`src/design/rv_pkg.sv`:
```
package rv_pkg;

    // Major opcodes handled by the execution slice
    typedef enum logic [6:0] {
        OP_LUI     = 7'b0110111,
        OP_AUIPC   = 7'b0010111,
        OP_INTIMM  = 7'b0010011,
        OP_INTREG  = 7'b0110011,
        OP_INTIMMW = 7'b0011011,
        OP_INTREGW = 7'b0111011,
        OP_LOAD    = 7'b0000011,
        OP_STORE   = 7'b0100011
    } rv_opcode_e;

    // Pipe that would execute the instruction
    typedef enum logic [2:0] {
        OT_INT   = 3'd0,
        OT_LOAD  = 3'd1,
        OT_STORE = 3'd2
    } rv_optype_e;

    // ALU function, same encoding as funct3
    typedef enum logic [2:0] {
        ALU_ADDSUB = 3'b000,
        ALU_SLL    = 3'b001,
        ALU_SLT    = 3'b010,
        ALU_SLTU   = 3'b011,
        ALU_XOR    = 3'b100,
        ALU_SRLSRA = 3'b101,
        ALU_OR     = 3'b110,
        ALU_AND    = 3'b111
    } rv_alu_op_e;

    typedef enum logic [1:0] {
        OPR1_ZERO = 2'd0,
        OPR1_PC   = 2'd1,
        OPR1_RS1  = 2'd2
    } rv_opr1_e;

    typedef enum logic [1:0] {
        OPR2_RS2 = 2'd0,
        OPR2_IMM = 2'd1
    } rv_opr2_e;

    // R and I formats share this field split
    typedef struct packed {
        logic [6:0] funct7;
        logic [4:0] rs2;
        logic [4:0] rs1;
        logic [2:0] funct3;
        logic [4:0] rd;
        logic [6:0] opcode;
    } rv_instr_r_t;

    // S format, upper 20 bits double as the U immediate
    typedef struct packed {
        logic [6:0] imm_hi;
        logic [4:0] rs2;
        logic [4:0] rs1;
        logic [2:0] funct3;
        logic [4:0] imm_lo;
        logic [6:0] opcode;
    } rv_instr_s_t;

    typedef union packed {
        rv_instr_r_t r;
        rv_instr_s_t s;
    } rv_instr_u;

    typedef struct packed {
        rv_alu_op_e  op;
        // Subtract or arithmetic shift
        logic        option;
        // 32-bit W operation
        logic        truncate;
        logic        mem_sign;
        logic [1:0]  mem_width;
        rv_optype_e  op_type;
        rv_opr1_e    operand1;
        rv_opr2_e    operand2;
        logic [63:0] imm;
        logic        legal;
        logic        wb_en;
        logic [4:0]  rs1;
        logic [4:0]  rs2;
        logic [4:0]  rd;
    } rv_decode_t;

    typedef struct packed {
        logic        psel;
        logic        penable;
        logic        pwrite;
        logic [11:0] paddr;
        logic [31:0] pwdata;
    } rv_apb_req_t;

    typedef struct packed {
        logic [31:0] prdata;
        logic        pready;
        logic        pslverr;
    } rv_apb_rsp_t;

    // APB register map
    localparam logic [11:0] ADDR_INSTR    = 12'h000;
    localparam logic [11:0] ADDR_PC_LO    = 12'h004;
    localparam logic [11:0] ADDR_PC_HI    = 12'h008;
    localparam logic [11:0] ADDR_RES_LO   = 12'h00C;
    localparam logic [11:0] ADDR_RES_HI   = 12'h010;
    localparam logic [11:0] ADDR_STATUS   = 12'h014;
    // Register n low word at base + 8n, high word at base + 8n + 4
    localparam logic [11:0] ADDR_REG_BASE = 12'h100;

endpackage
```
`src/design/rv_decoder.sv`:
```
`timescale 1ns/100ps

module rv_decoder import rv_pkg::*; (
    input  rv_instr_u  instr,
    output rv_decode_t dec
);

    logic [2:0]  funct3;
    logic        shift_right;
    logic [63:0] imm_i;
    logic [63:0] imm_s;
    logic [63:0] imm_u;

    assign funct3      = instr.r.funct3;
    assign shift_right = (funct3 == ALU_SRLSRA);

    // Sign-extended immediates for the formats in use
    assign imm_i = {{52{instr.r.funct7[6]}}, instr.r.funct7, instr.r.rs2};
    assign imm_s = {{52{instr.s.imm_hi[6]}}, instr.s.imm_hi, instr.s.imm_lo};
    assign imm_u = {{32{instr.s.imm_hi[6]}}, instr.s.imm_hi, instr.s.rs2,
                    instr.s.rs1, instr.s.funct3, 12'b0};

    always_comb begin
        // Illegal until an opcode matches
        dec.op        = ALU_ADDSUB;
        dec.option    = 1'b0;
        dec.truncate  = 1'b0;
        dec.mem_sign  = 1'b0;
        dec.mem_width = 2'b00;
        dec.op_type   = OT_INT;
        dec.operand1  = OPR1_ZERO;
        dec.operand2  = OPR2_RS2;
        dec.imm       = '0;
        dec.legal     = 1'b0;
        dec.wb_en     = 1'b0;
        // Register fields pass through for every format
        dec.rs1       = instr.r.rs1;
        dec.rs2       = instr.r.rs2;
        dec.rd        = instr.r.rd;

        case (instr.r.opcode)
            OP_LUI: begin
                // 0 + imm
                dec.imm      = imm_u;
                dec.operand2 = OPR2_IMM;
                dec.wb_en    = 1'b1;
                dec.legal    = 1'b1;
            end
            OP_AUIPC: begin
                // PC + imm
                dec.imm      = imm_u;
                dec.operand1 = OPR1_PC;
                dec.operand2 = OPR2_IMM;
                dec.wb_en    = 1'b1;
                dec.legal    = 1'b1;
            end
            OP_INTIMM, OP_INTIMMW: begin
                dec.op       = rv_alu_op_e'(funct3);
                // No SUBI, so funct7 only selects SRAI over SRLI
                dec.option   = shift_right & instr.r.funct7[5];
                dec.truncate = (instr.r.opcode == OP_INTIMMW);
                dec.imm      = imm_i;
                dec.operand1 = OPR1_RS1;
                dec.operand2 = OPR2_IMM;
                dec.wb_en    = 1'b1;
                dec.legal    = 1'b1;
            end
            OP_INTREG, OP_INTREGW: begin
                dec.op       = rv_alu_op_e'(funct3);
                // SUB and SRA
                dec.option   = instr.r.funct7[5];
                dec.truncate = (instr.r.opcode == OP_INTREGW);
                dec.operand1 = OPR1_RS1;
                dec.operand2 = OPR2_RS2;
                dec.wb_en    = 1'b1;
                dec.legal    = 1'b1;
            end
            OP_LOAD: begin
                dec.op_type   = OT_LOAD;
                dec.mem_sign  = funct3[2];
                dec.mem_width = funct3[1:0];
                dec.imm       = imm_i;
                dec.operand1  = OPR1_RS1;
                dec.operand2  = OPR2_IMM;
                dec.wb_en     = 1'b1;
                dec.legal     = 1'b1;
            end
            OP_STORE: begin
                // rs2 is store data while the address still comes from rs1 + imm
                dec.op_type   = OT_STORE;
                dec.mem_sign  = funct3[2];
                dec.mem_width = funct3[1:0];
                dec.imm       = imm_s;
                dec.operand1  = OPR1_RS1;
                dec.operand2  = OPR2_RS2;
                dec.legal     = 1'b1;
            end
            default: begin
                // Branches, jumps, system and extensions stay illegal
                dec.legal = 1'b0;
            end
        endcase
    end

endmodule

```
`config.mk`:
```
export PLATFORM = sky130hd
export DESIGN_NAME = rv_decoder
export DESIGN_NICKNAME = d
export VERILOG_FILES = /design/src/design/rv_pkg.sv /design/src/design/rv_decoder.sv
export SDC_FILE = /design/constraint.sdc
export NUM_CORES = 1
export LEC_CHECK = 0
export ABC_AREA = 1
export BUFFER_PORTS_ARGS = -buffer_cell sky130_fd_sc_hd__buf_2
export CAP_MARGIN = 20
export CORE_MARGIN = 2
export CORE_UTILIZATION = 37
export DETAILED_ROUTE_END_ITERATION = 8
export PLACE_DENSITY = 0.95
export SYNTH_ARGS = -nofsm -noshare
export SYNTH_HDL_FRONTEND = slang
export SYNTH_SLANG_ARGS = --single-unit
```
`constraint.sdc`:
```
create_clock -name vclk -period 4.8
set_clock_uncertainty 0.05 [all_clocks]
set_input_delay 0.48 -clock vclk [all_inputs]
set_output_delay 0.48 -clock vclk [all_outputs]
set_load 0.005 [all_outputs]
```
Word-level counts from Yosys, hierarchy flattened
Cells that the tools add are included.
Widths: inputs -> output; s select.

word-level totals
  register bits = 0
  output and inout bits = 96
  bits in latches = 0
  memories kept = 0
  memory bits (read-only) = 0
  RAM bits = 0

operators by class
  equality and inequality tests = 9
  multipliers = 0
  reduce and logical (&&, ||, !) cells = 8
  div/mod/pow operators = 0
  mux-type cells = 7
  magnitude comparators = 0
  add/sub/neg operators = 0
  shift operators = 0
  bitwise logic cells = 1

operators by type and width
  cell                count
  $pmux 64 s3         1
  $eq 7x6->1 const B  4
  $eq 7x5->1 const B  3
  $pmux 6 s2          1
  $pmux 5 s2          1
  $reduce_or 8->1     1
  $eq 7x2->1 const B  1
  $reduce_or 7->1     1
  $reduce_or 2->1     3
  $reduce_or 6->1     1
  $reduce_or 5->1     1
  $pmux 2 s2          1
  $eq 3x3->1 const B  1
  $mux 1              3
  $reduce_or 3->1     1
  $and 1x1->1         1

Depth between registers and ports, before layout
  depth in word-level cells = 3
  depth in mapped cells = 8
  depth with buffers taken out = 7

Worst setup path before layout
Ideal clock, no wire load.

  path kind = input port to output port
  from = input port instr[1] (netlist bit)
  to = output port dec[49] (netlist bit)
  path slack = 2,311 ps
  data required time = 4,270 ps
  data arrival time = 1,959 ps
  stages on the path = 8
  buffers on the path = 2
  path through = nand2_2 inv_1 nand2_1 nor2_4 nand2_4 buf_6 nand3_1 buf_4

RTL lines
  item         RTL line         RTL
  from (decl)  rv_decoder.sv:4  input rv_instr_u instr,
  to (decl)    rv_decoder.sv:5  output rv_decode_t dec

==> impl_metrics.sql <==
INSERT INTO impl_metrics (metric_group, metric, value, unit) VALUES
('status', 'outcome', 'finished, final reports clean', ''),
('power_and_ir_drop', 'static-leakage-power', '1.04', 'nW'),
('floorplanning', 'fp.dieW', '56.4', 'um'),
('place', 'placedCellCount', '283', ''),
('synth', 'synthCells', '181', ''),
('sta', 'tns', '0', 'ns'),
('global_routing', 'gr-total-overflow', '0', ''),
('sta', 'rsz0062_at_grt', 'false', ''),
('synth', 'synth_common_cells', '49 x sky130_fd_sc_hd__buf_4, 44 x sky130_fd_sc_hd__nand3_1, 36 x sky130_fd_sc_hd__nand2_1, 12 x sky130_fd_sc_hd__nor2_1, 10 x sky130_fd_sc_hd__inv_1', ''),
('finish', 'fin_util', '47.0', '%'),
('finish', 'post-route-cell-area', '1260', 'um2'),
('cts', 'holdBufCountCts', '0', ''),
('finish', 'area_growth', '24.4', '%'),
('detailed_routing', 'drc', '0', ''),
('floorplanning', 'die_ht', '56.4', 'um'),
('worst_setup_path', 'worst_ep_required_time', '4.27', 'ns'),
('detailed_routing', 'met2_wirelength', '1.57', 'mm'),
('synth', 'count_of_different_cell_masters_after_synthesis', '19', ''),
('place', 'port_buffers', '126', ''),
('worst_setup_path', 'critPathMaxStageDelay', '0.87', 'ns'),
('worst_setup_path', 'critical_path_class', 'in2out', ''),
('finish', 'post_layout_nonfiller_instances', '283', ''),
('cts', 'postCtsSetupRepairBufs', '0', ''),
('place', 'gp_congestion', '0.871', ''),
('worst_setup_path', 'critical_path.slowest_cell', 'sky130_fd_sc_hd__nand3_1', ''),
('detailed_routing', 'route.antenna.remaining_nets', '0', ''),
('detailed_routing', 'route.vias.total', '1340', ''),
('worst_hold_path', 'worstHoldPathType', 'in2out', ''),
('job', 'max-cap-violations', '0', ''),
('floorplanning', 'row_count', '19', ''),
('worst_hold_path', 'holdPathStages', '2', ''),
('worst_hold_path', 'min_from', 'instr[11]', ''),
('synth', 'synthesis.area_per_instance', '5.61', 'um2'),
('power_and_ir_drop', 'areal_power_density_over_the_cells', '45.9', 'nW/um2'),
('synth', 'post-synth-top-count-cell', 'sky130_fd_sc_hd__buf_4', ''),
('place', 'detailed_place_hpwl', '2.57', 'mm'),
('synth', 'synthDominantAreaCellType', 'sky130_fd_sc_hd__buf_4', ''),
('finish', 'design.seq.count', '0', ''),
('worst_hold_path', 'min_to', 'dec[4]', ''),
('worst_setup_path', 'endpoint_type_of_the_worst_setup_path', 'output port', ''),
('detailed_routing', 'wl_met1', '1.21', 'mm'),
('floorplanning', 'ioPinCount', '128', ''),
('detailed_routing', 'vias_per_cell', '4.73', ''),
('detailed_routing', 'wl_per_cell', '10.9', 'um'),
('synth', 'synth-warning-count', '0', ''),
('finish', 'final-seq-area', '0', 'um2'),
('sta', 'report.final.setup_viol', '0', ''),
('sta', 'relSlewSlack', '48.4', '%'),
('floorplanning', 'initial_utilization', '37.8', '%'),
('finish', 'final.clkbuf_count', '0', ''),
('synth', 'synth.area.top_cells', 'sky130_fd_sc_hd__buf_4 36%, sky130_fd_sc_hd__nand3_1 22%, sky130_fd_sc_hd__nand2_1 13%, sky130_fd_sc_hd__buf_6 4.4%, sky130_fd_sc_hd__nor2_1 4.4%', ''),
('worst_setup_path', 'crit_chain', 'buf_2 -> inv_2 -> nand2_1 -> nor2_2 -> nand3_1 -> nand3_1 -> buf_2', ''),
('detailed_routing', 'dr.pass1.iters', '4', ''),
('finish', 'layout_cells_sized_above_1', '54.0', '%'),
('worst_setup_path', 'worst_ep_arrival_time', '2.61', 'ns'),
('global_routing', 'grt_pass1_wl', '4.68', 'mm'),
('sta', 'final.period_utilization', '65.3', '%'),
('global_routing', 'grt_use_total', '17.1', '%'),
('cts', 'ctsResizeCount', '0', ''),
('worst_setup_path', 'worstSetupStartpointType', 'input pin', ''),
('sta', 'worst_slew_pin_slew', '0.772', 'ns'),
('detailed_routing', 'detail_route.wirelength', '3.09', 'mm'),
('sta', 'achievable-frequency', '319', 'MHz'),
('synth', 'synth_top_cell_area_share', '36.2', '%'),
('global_routing', 'antenna_found_initial', '0', ''),
('synth', 'post_synthesis_sequential_area_ratio', '0', '%'),
('sta', 'maxSlewViolCount', '0', ''),
('finish', 'antenna_cells_inserted', '0', ''),
('global_routing', 'grt_start_max_net_pins', '34', ''),
('place', 'detailed_place.area', '1260', 'um2'),
('power_and_ir_drop', 'vdd_ir_drop_max', '0.0344', 'mV');
==> per-layer routing <==
layer / vias up / GRT usage (%)
met2: 77 / 34.8
met3: 2 / 1.15
met4: 0 / 0.680
li1: 679 / -
met5: - / 0
met1: 582 / 20.2
==> critical path, delay by kind of cell <==
kind	cells	cell delay, ns
simple gates	4	1.67
buf+inv	3	0.44
==> where the power goes <==
part / internal, mW / total [mW] / switching [mW]
sequential: 0 / 0 / 0
clock: 0 / 0 / 0
combinational: 0.0256 / 0.0580 / 0.0325
total: 0.0256 / 0.0580 / 0.0325
==> cells in the final DEF (no fill, tap or decap), drive strengths merged <==
cell    netlist  routed
nor3          3       3
nand3        45      45
nor4          1       1
nand4         2       2
conb          1       2
nand2        40      40
a21boi        5       5
nor2         14      14
buf          57     127
a21oi         1       1
inv          12      12
==> worst max-delay path by stage <==
stage | startpoint | to | slack [ns] | cells past startpoint
2_1_floorplan | instr[1] | dec[49] | 2.31 | 8
3_3_place_gp | instr[2] | dec[79] | 1.74 | 7
3_5_place_dp | instr[2] | dec[69] | 1.65 | 7
4_1_cts | instr[2] | dec[69] | 1.65 | 7
5_1_grt | instr[2] | dec[74] | 1.38 | 7
6_report | instr[2] | dec[55] | 1.66 | 7
==> area by class of cell <==
class,instances,area [um2]
Fill cell,322,1420
Timing Repair Buffer,127,638
Multi-Input combinational cell,113,542
Inverter,12,45.0
Tap cell,31,38.8
==> cell families (layout without fill, tap and decap cells) <==
logic type | after synthesis | after routing | share of synthesized area (%)
AND/OR/NAND/NOR | 105 | 105 | 48.4
buffers and inverters | 69 | 139 | 47.0
AO/OA/AOI/OAI | 6 | 6 | 4.19
other | 1 | 2 | 0.369
==> through the flow <==
stage	setup slack [ns]	power, mW	hold WS, ns
after floorplan	2.31	0.0385	0.945
after global placement	1.74	0.0568	1.09
after detailed placement	1.65	0.0580	1.09
after CTS	1.65	0.0582	1.09
after global routing	1.38	0.0643	1.11
final	1.66	0.0580	1.09
Note: power is estimated with default switching activity, not from simulation.
