[src/design/rv_pkg.sv]
package rv_pkg;

    // Major opcodes handled by the execution slice
    typedef enum logic [6:0] {
        OP_LUI     = 7'b0110111,
        OP_AUIPC   = 7'b0010111,
        OP_INTIMM  = 7'b0010011,
        OP_INTREG  = 7'b0110011,
        OP_INTIMMW = 7'b0011011,
        OP_INTREGW = 7'b0111011,
        OP_LOAD    = 7'b0000011,
        OP_STORE   = 7'b0100011
    } rv_opcode_e;

    // Pipe that would execute the instruction
    typedef enum logic [2:0] {
        OT_INT   = 3'd0,
        OT_LOAD  = 3'd1,
        OT_STORE = 3'd2
    } rv_optype_e;

    // ALU function, same encoding as funct3
    typedef enum logic [2:0] {
        ALU_ADDSUB = 3'b000,
        ALU_SLL    = 3'b001,
        ALU_SLT    = 3'b010,
        ALU_SLTU   = 3'b011,
        ALU_XOR    = 3'b100,
        ALU_SRLSRA = 3'b101,
        ALU_OR     = 3'b110,
        ALU_AND    = 3'b111
    } rv_alu_op_e;

    typedef enum logic [1:0] {
        OPR1_ZERO = 2'd0,
        OPR1_PC   = 2'd1,
        OPR1_RS1  = 2'd2
    } rv_opr1_e;

    typedef enum logic [1:0] {
        OPR2_RS2 = 2'd0,
        OPR2_IMM = 2'd1
    } rv_opr2_e;

    // R and I formats share this field split
    typedef struct packed {
        logic [6:0] funct7;
        logic [4:0] rs2;
        logic [4:0] rs1;
        logic [2:0] funct3;
        logic [4:0] rd;
        logic [6:0] opcode;
    } rv_instr_r_t;

    // S format, upper 20 bits double as the U immediate
    typedef struct packed {
        logic [6:0] imm_hi;
        logic [4:0] rs2;
        logic [4:0] rs1;
        logic [2:0] funct3;
        logic [4:0] imm_lo;
        logic [6:0] opcode;
    } rv_instr_s_t;

    typedef union packed {
        rv_instr_r_t r;
        rv_instr_s_t s;
    } rv_instr_u;

    typedef struct packed {
        rv_alu_op_e  op;
        // Subtract or arithmetic shift
        logic        option;
        // 32-bit W operation
        logic        truncate;
        logic        mem_sign;
        logic [1:0]  mem_width;
        rv_optype_e  op_type;
        rv_opr1_e    operand1;
        rv_opr2_e    operand2;
        logic [63:0] imm;
        logic        legal;
        logic        wb_en;
        logic [4:0]  rs1;
        logic [4:0]  rs2;
        logic [4:0]  rd;
    } rv_decode_t;

    typedef struct packed {
        logic        psel;
        logic        penable;
        logic        pwrite;
        logic [11:0] paddr;
        logic [31:0] pwdata;
    } rv_apb_req_t;

    typedef struct packed {
        logic [31:0] prdata;
        logic        pready;
        logic        pslverr;
    } rv_apb_rsp_t;

    // APB register map
    localparam logic [11:0] ADDR_INSTR    = 12'h000;
    localparam logic [11:0] ADDR_PC_LO    = 12'h004;
    localparam logic [11:0] ADDR_PC_HI    = 12'h008;
    localparam logic [11:0] ADDR_RES_LO   = 12'h00C;
    localparam logic [11:0] ADDR_RES_HI   = 12'h010;
    localparam logic [11:0] ADDR_STATUS   = 12'h014;
    // Register n low word at base + 8n, high word at base + 8n + 4
    localparam logic [11:0] ADDR_REG_BASE = 12'h100;

endpackage
[src/design/rv_apb_ctrl.sv]
`timescale 1ns/100ps

module rv_apb_ctrl import rv_pkg::*; (
    input  logic        clk,
    input  logic        rst_n,
    input  rv_apb_req_t apb_req,
    output rv_apb_rsp_t apb_rsp,
    output rv_instr_u   instr,
    input  rv_decode_t  dec,
    output logic [63:0] alu_a,
    output logic [63:0] alu_b,
    input  logic [63:0] alu_result,
    input  logic [63:0] rs1_data,
    input  logic [63:0] rs2_data,
    output logic        wr_en,
    output logic [4:0]  wr_idx,
    output logic [63:0] wr_data,
    output logic [4:0]  host_idx,
    output logic        host_hi,
    output logic        host_we,
    output logic [31:0] host_wdata,
    input  logic [31:0] host_rdata
);

    logic [63:0] pc;
    logic [63:0] result;
    // {wb_en, op_type, legal}
    logic [4:0]  status;
    logic [11:0] addr;
    logic        access;
    logic        wr_acc;
    logic        in_win;
    logic        read_only;
    logic        mapped;
    logic        instr_wr;
    logic        exec;

    assign addr   = apb_req.paddr;
    assign access = apb_req.psel & apb_req.penable;
    assign wr_acc = access & apb_req.pwrite;

    // Word-aligned register window 0x100 to 0x1FC
    assign in_win    = (addr[11:8] == ADDR_REG_BASE[11:8]) && (addr[1:0] == 2'b00);
    assign read_only = addr inside {ADDR_RES_LO, ADDR_RES_HI, ADDR_STATUS};
    assign mapped    = in_win || read_only || (addr inside {ADDR_INSTR, ADDR_PC_LO, ADDR_PC_HI});
    assign instr_wr  = wr_acc && (addr == ADDR_INSTR);
    // Only a legal word commits
    assign exec      = instr_wr && dec.legal;

    // Decode straight off the write data
    assign instr = apb_req.pwdata;

    always_comb begin
        case (dec.operand1)
            OPR1_PC:  alu_a = pc;
            OPR1_RS1: alu_a = rs1_data;
            default:  alu_a = '0;
        endcase
    end

    // Loads and stores add the immediate for the effective address
    assign alu_b = ((dec.op_type != OT_INT) || (dec.operand2 == OPR2_IMM)) ? dec.imm : rs2_data;

    // No data memory, so loads leave the register file alone
    assign wr_en   = exec && dec.wb_en && (dec.op_type == OT_INT) && (dec.rd != 5'd0);
    assign wr_idx  = dec.rd;
    assign wr_data = alu_result;

    // Register window index in bits 7:3 and half select in bit 2
    assign host_idx   = addr[7:3];
    assign host_hi    = addr[2];
    assign host_we    = wr_acc && in_win;
    assign host_wdata = apb_req.pwdata;

    always_comb begin
        if (in_win) begin
            apb_rsp.prdata = host_rdata;
        end else begin
            case (addr)
                ADDR_PC_LO:  apb_rsp.prdata = pc[31:0];
                ADDR_PC_HI:  apb_rsp.prdata = pc[63:32];
                ADDR_RES_LO: apb_rsp.prdata = result[31:0];
                ADDR_RES_HI: apb_rsp.prdata = result[63:32];
                ADDR_STATUS: apb_rsp.prdata = {27'b0, status};
                default:     apb_rsp.prdata = '0;
            endcase
        end
    end

    // Zero wait states
    assign apb_rsp.pready  = 1'b1;
    assign apb_rsp.pslverr = access && (!mapped || (apb_req.pwrite && read_only) ||
                                        (instr_wr && !dec.legal));

    always_ff @(posedge clk or negedge rst_n) begin
        if (!rst_n) begin
            pc     <= '0;
            result <= '0;
            status <= '0;
        end else begin
            if (exec) begin
                result <= alu_result;
                pc     <= pc + 64'd4;
            end else if (wr_acc && (addr == ADDR_PC_LO)) begin
                pc[31:0] <= apb_req.pwdata;
            end else if (wr_acc && (addr == ADDR_PC_HI)) begin
                pc[63:32] <= apb_req.pwdata;
            end
            // Illegal words still report here
            if (instr_wr) begin
                status <= {dec.wb_en, dec.op_type, dec.legal};
            end
        end
    end

    a_penable_psel: assert property (@(posedge clk) disable iff (!rst_n)
        apb_req.penable |-> apb_req.psel);

endmodule

[config.mk]
export PLATFORM = sky130hd
export DESIGN_NAME = rv_apb_ctrl
export DESIGN_NICKNAME = d
export VERILOG_FILES = /design/src/design/rv_pkg.sv /design/src/design/rv_apb_ctrl.sv
export SDC_FILE = /design/constraint.sdc
export NUM_CORES = 1
export LEC_CHECK = 0
export BUFFER_PORTS_ARGS = -buffer_cell sky130_fd_sc_hd__buf_2
export CELL_PAD_IN_SITES_DETAIL_PLACEMENT = 1
export CELL_PAD_IN_SITES_GLOBAL_PLACEMENT = 2
export CORE_AREA = 5 5 260 262
export DETAILED_ROUTE_END_ITERATION = 10
export DIE_AREA = 0 0 265 267
export PLACE_DENSITY = 0.76
export SETUP_SLACK_MARGIN = 0.4
export SYNTH_ARGS = -nofsm -noshare
export SYNTH_HDL_FRONTEND = slang
export SYNTH_SLANG_ARGS = --single-unit
[constraint.sdc]
create_clock -name clk -period 2.8 [get_ports clk]
set_clock_uncertainty 0.1 [all_clocks]
set_input_delay 0.14 -clock clk [delete_from_list [all_inputs] [get_ports clk]]
set_output_delay 0.14 -clock clk [all_outputs]
set_load 0.05 [all_outputs]
## Yosys cells after proc, flatten, opt, wreduce, memory -nomap -nowiden

Index checks and enable logic that the tools add are counted.
W data, S select, Z words.

- Bits in registers: 133
- Logic and storage cells: 54
- Input port bits: 369
- Output and inout bits: 303

- Reduce and logical (&&, ||, !) cells: 29
- Bitwise operators: 2
- Equal/unequal tests: 10
- Add/subtract/negate cells: 1
- Muxes and demuxes: 8

Operators by type and width:

| operator | count |
|---|---|
| $pmux W32 S5 | 1 |
| $mux W32 | 4 |
| $mux W64 | 2 |
| $pmux W64 S2 | 1 |
| $add A64 B3 Y64 const B | 1 |
| $eq A12 B4 Y1 const B | 2 |
| $eq A12 B5 Y1 const B | 2 |
| $eq A12 B3 Y1 const B | 1 |
| $logic_and A1 B1 Y1 | 12 |
| $logic_not A12 Y1 | 1 |
| $reduce_bool A3 Y1 | 3 |
| $logic_or A1 B1 Y1 | 5 |
| $reduce_bool A5 Y1 | 1 |
| $eq A2 B1 Y1 const B | 2 |
| $eq A4 B1 Y1 const B | 1 |
| $reduce_bool A2 Y1 | 2 |
| $logic_not A3 Y1 | 1 |
| $and A1 B1 Y1 | 2 |
| $eq A2 B2 Y1 const B | 1 |
| $logic_not A1 Y1 | 2 |
| $logic_not A2 Y1 | 1 |
| $ne A2 B2 Y1 const B | 1 |
| $reduce_and A2 Y1 | 1 |

## Longest topological paths before layout

- Depth after elaboration: 8
- Gate-level depth with buffers: 8
- Depth with buffers taken out: 7

## Worst setup path before layout

Ideal clock, no wire load.

- Kind: input -> output
- From: input port apb_req[37] (netlist bit)
- To: output port wr_en
- Slack: -3 ps
- Arrival: 2563 ps
- Buffers on the path: 3
- Stages on the path: 7
- Required time: 2560 ps
- Cells stage by stage: or4_1 nor4_1 nand2_1 clkbuf_1 clkbuf_1 clkbuf_1 nor2_1

- Word-level cells in the longest chain between the ends: 6

RTL lines:

| element | RTL line | source |
|---|---|---|
| from (decl) | rv_apb_ctrl.sv:6 | `input rv_apb_req_t apb_req,` |
| $logic_not A12 Y1 | rv_apb_ctrl.sv:46 | `assign instr_wr = wr_acc && (addr == ADDR_INSTR);` |
| $logic_and A1 B1 Y1 | rv_apb_ctrl.sv:46 |  |
| $logic_and A1 B1 Y1 | rv_apb_ctrl.sv:48 | `assign exec = instr_wr && dec.legal;` |
| $logic_and A1 B1 Y1 (3 in series) | rv_apb_ctrl.sv:65 | `assign wr_en = exec && dec.wb_en && (dec.op_type == OT_INT) && (dec.rd != 5'd0);` |
| to (decl) | rv_apb_ctrl.sv:15 | `output logic wr_en,` |

Every way passes these cells.

==> results.yml <==
clock_network:
  clockBufferDepth: 2
  h-tree-depth: 4
  clk_pin_slew_ns: 0.06
  cts_inserted_buffers: 17
  cts.sinks: 133
  cts-root-buf: "clkbuf_16"
  tritoncts: "yes"
  clkLatencyLatePin_ns: 0.44
sta:
  whs_ns: 0.01766
  tightest_slew_ns: 1.009
  hold_violations: 0
  drv_slew: 0
  slew_headroom_pct: 32.47
  min_period_over_period_pct: 91.11
  rsz0062_at_grt: "yes"
  setup_violations: 0
  max_freq_mhz: 392.0
  period_minus_slack_ns: 2.551
routing:
  drt_iter0_markers: 710
  drt-pass1-iter-count: 5
  drtAntennaViolNets: 0
  drc: 0
  drt_wl_total_um: 75060
  wl_per_cell_um: 26.03
  num_vias: 13212
  vias_per_cell: 4.581
floorplan:
  num_io_pins: 672
  core_area_um2: 65160
  start_util_pct: 15.57
  num_rows: 94
  die_width_um: 265
  die_h_um: 267
  dieArea_um2: 70760
layout:
  drive_gt1_share_pct: 50.69
  finalNetCount: 2376
  final_cells: 2884
  synthToLayoutAreaGrowth_pct: 71.93
setup_path:
  crit_end: "apb_rsp[29]"
  worst_r2r_endpoint: "pc[63]"
  critical_path_class: "input port to output port"
  cp_max_fo: 7
  slowest_stage: "or4_4"
  cp-end-kind: "output port"
  required_ns: 2.56
  cpPeakStageDelay_ns: 0.60
  path_cells: "buf_6 -> or4_4 -> or4_4 -> nor3_4 -> buf_6 -> buf_12 -> a222oi_1 -> nand2_2 -> buf_6"
  r2r_slack_ns: 0.28
  r2r_cells: 6
  cp.arrival_ns: 2.31
  setup.worst_path.start: "apb_req[37]"
  start_kind: "input port"
  cpMostUsedCell: "buf_6"
  rr_startpoint: "pc[26]"
power_and_ir_drop:
  ir_worst_vdd_mv: 0.3641
  p_leak_nw: 8.929
  powerDensity_nw_per_um2: 344.5
global_routing:
  antenna_found_initial: 30
  grt_pass1_vias: 13898
  grt_pass1_wl_um: 103100
  grt_overflow: 0
  grtUsageTotal_pct: 19.95
  grt_max_degree: 77
placement:
  hpwl_um: 59830
  placed_cells: 2701
  place.gp.congestion: 0.9165
  io_buffers: 652
yosys:
  synth_nets: 1676
  synthesis.area_um2: 10150
  synth_warnings: 0
  postSynthCellCount: 1304
  async_reset_ff_share_pct: 100.0
  avgSynthCellArea_um2: 7.781
  synth_seq_cells: 133
  synth_top_flop_cell: "dfrtp_1"
  synth_enable_flop_cells: 0
  synth.distinct_cells: 59
  ys_seq_area_share_pct: 32.80
outcome:
  status: "finished, final reports clean"
worst_hold_path:
  min_path_type: "input port to flop"
job:
  drv_cap: 0
==> timing repair <==
action                                  CTS  global route
endpoints found under the setup margin   49            68
pin swaps                                23            34
setup buffers                            29            12
endpoints found under the hold margin   188             0
gates resized for setup                 142            66
gates cloned                              7             0
hold buffers                            100             0
==> state kept, by name, summed over array words and instances, names as in the netlist <==
signal	count
pc	64
result	64
status	5
==> layer usage <==
metal	vias up	wire length, µm	track usage, %	part of all wire (%)
li1	5908	-	-	-
met1	6546	31900	25.60	42
met2	586	35040	32.93	47
met3	128	5762	5.927	7.7
met4	44	2052	5.189	2.7
met5	-	305	0	0.41
==> how the worst min path moves through the flow <==
stage / startpoint / to / slack (ns) / depth (start not counted)
global route: apb_req[13] / pc[13] / 0.008 / 2
CTS: apb_req[13] / pc[13] / 0.0007 / 2
floorplan: rst_n / pc[0] / -0.26 / 0
global placement: rst_n / result[61] / 0.16 / 1
finish: apb_req[13] / pc[13] / 0.02 / 2
detailed placement: rst_n / result[61] / 0.16 / 1
==> critical path, delay by kind of cell <==
kind | cells | cell delay, ns
simple gates | 4 | 1.43
compound gates | 1 | 0.13
buf+inv | 4 | 0.59
==> Yosys cell counts, types with 5 or more instances <==
cell type / instances / area (µm²)
a22oi_1: 113 / 848.3
o211ai_1: 37 / 277.8
buf_4: 140 / 1051
nor4_1: 13 / 81.33
nand3_1: 91 / 455.4
and4_1: 7 / 61.31
nand4_1: 23 / 143.9
or4_1: 5 / 37.54
mux2_2: 67 / 754.5
buf_2: 8 / 40.04
or3_1: 12 / 75.07
nor3_1: 18 / 90.09
mux2i_1: 6 / 60.06
nor2_1: 97 / 364.1
inv_1: 12 / 45.04
clkbuf_1: 77 / 289.0
and3_1: 23 / 143.9
a21oi_1: 17 / 85.08
a222oi_1: 8 / 80.08
nand2_1: 311 / 1167
dfrtp_1: 133 / 3328
o21ai_0: 12 / 60.06
a211oi_1: 5 / 37.54
==> where the power goes <==
| part | internal [W] | switching (W) | leakage, nW |
|---|---|---|---|
| sequential | 0.00192 | 0.00000273 | 1.83 |
| combinational | 0.000539 | 0.00126 | 6.82 |
| clock | 0.00137 | 0.000915 | 0.282 |
| total | 0.00383 | 0.00217 | 8.93 |
==> layout make-up <==
| cell class | count | area [µm²] |
|---|---|---|
| clock buffers | 22 | 474.2 |
| multi-input cells | 931 | 6112 |
| inverters | 12 | 45.04 |
| flip-flops and latches | 133 | 3336 |
| clock inverters | 9 | 103.9 |
| fillers | 7860 | 47710 |
| well taps | 864 | 1081 |
| diodes | 4 | 10.01 |
| repair buffers | 909 | 6282 |
==> kinds of logic after synthesis <==
group	count (synthesis)	share of synthesized area, %
compound gates	227	16.48
fa+ha+maj	3	0.3700
xor+xnor	4	0.3453
buf+inv	240	14.16
simple gates	623	27.78
mux	73	8.028
other cells	1	0.03696
flops	133	32.80
==> layout by cell type, fill, tap and decap left out, drive strengths merged, types with 10 or more instances in the layout <==
master	synthesis	final
buf	151	809
nand2	311	311
dfrtp	133	133
a22oi	113	113
dlygate4sd3	0	100
nor2	97	97
nand3	91	91
mux2	67	67
o211ai	37	37
nand4	24	24
and3	23	23
clkbuf	77	22
nor3	19	19
a21oi	17	17
nor4	14	14
o21ai	13	13
inv	12	12
or3	12	12
or4	10	10
==> through the flow <==
step           cell area (µm²)  TNS [ns]  setup WS (ns)  utilization, %  total power, W
5_1_grt                  17440         0         0.2149           26.76        0.006213
6_report                 17440         0         0.2490           26.77        0.006010
3_5_place_dp             14460  -0.02432       -0.01733           22.19        0.003635
3_3_place_gp             14460         0        0.02866           22.19        0.003624
4_1_cts                  17050         0         0.1947           26.17        0.006066
2_1_floorplan            10350         0         0.2252               -        0.003076
Power figures use the tool's default switching activity.
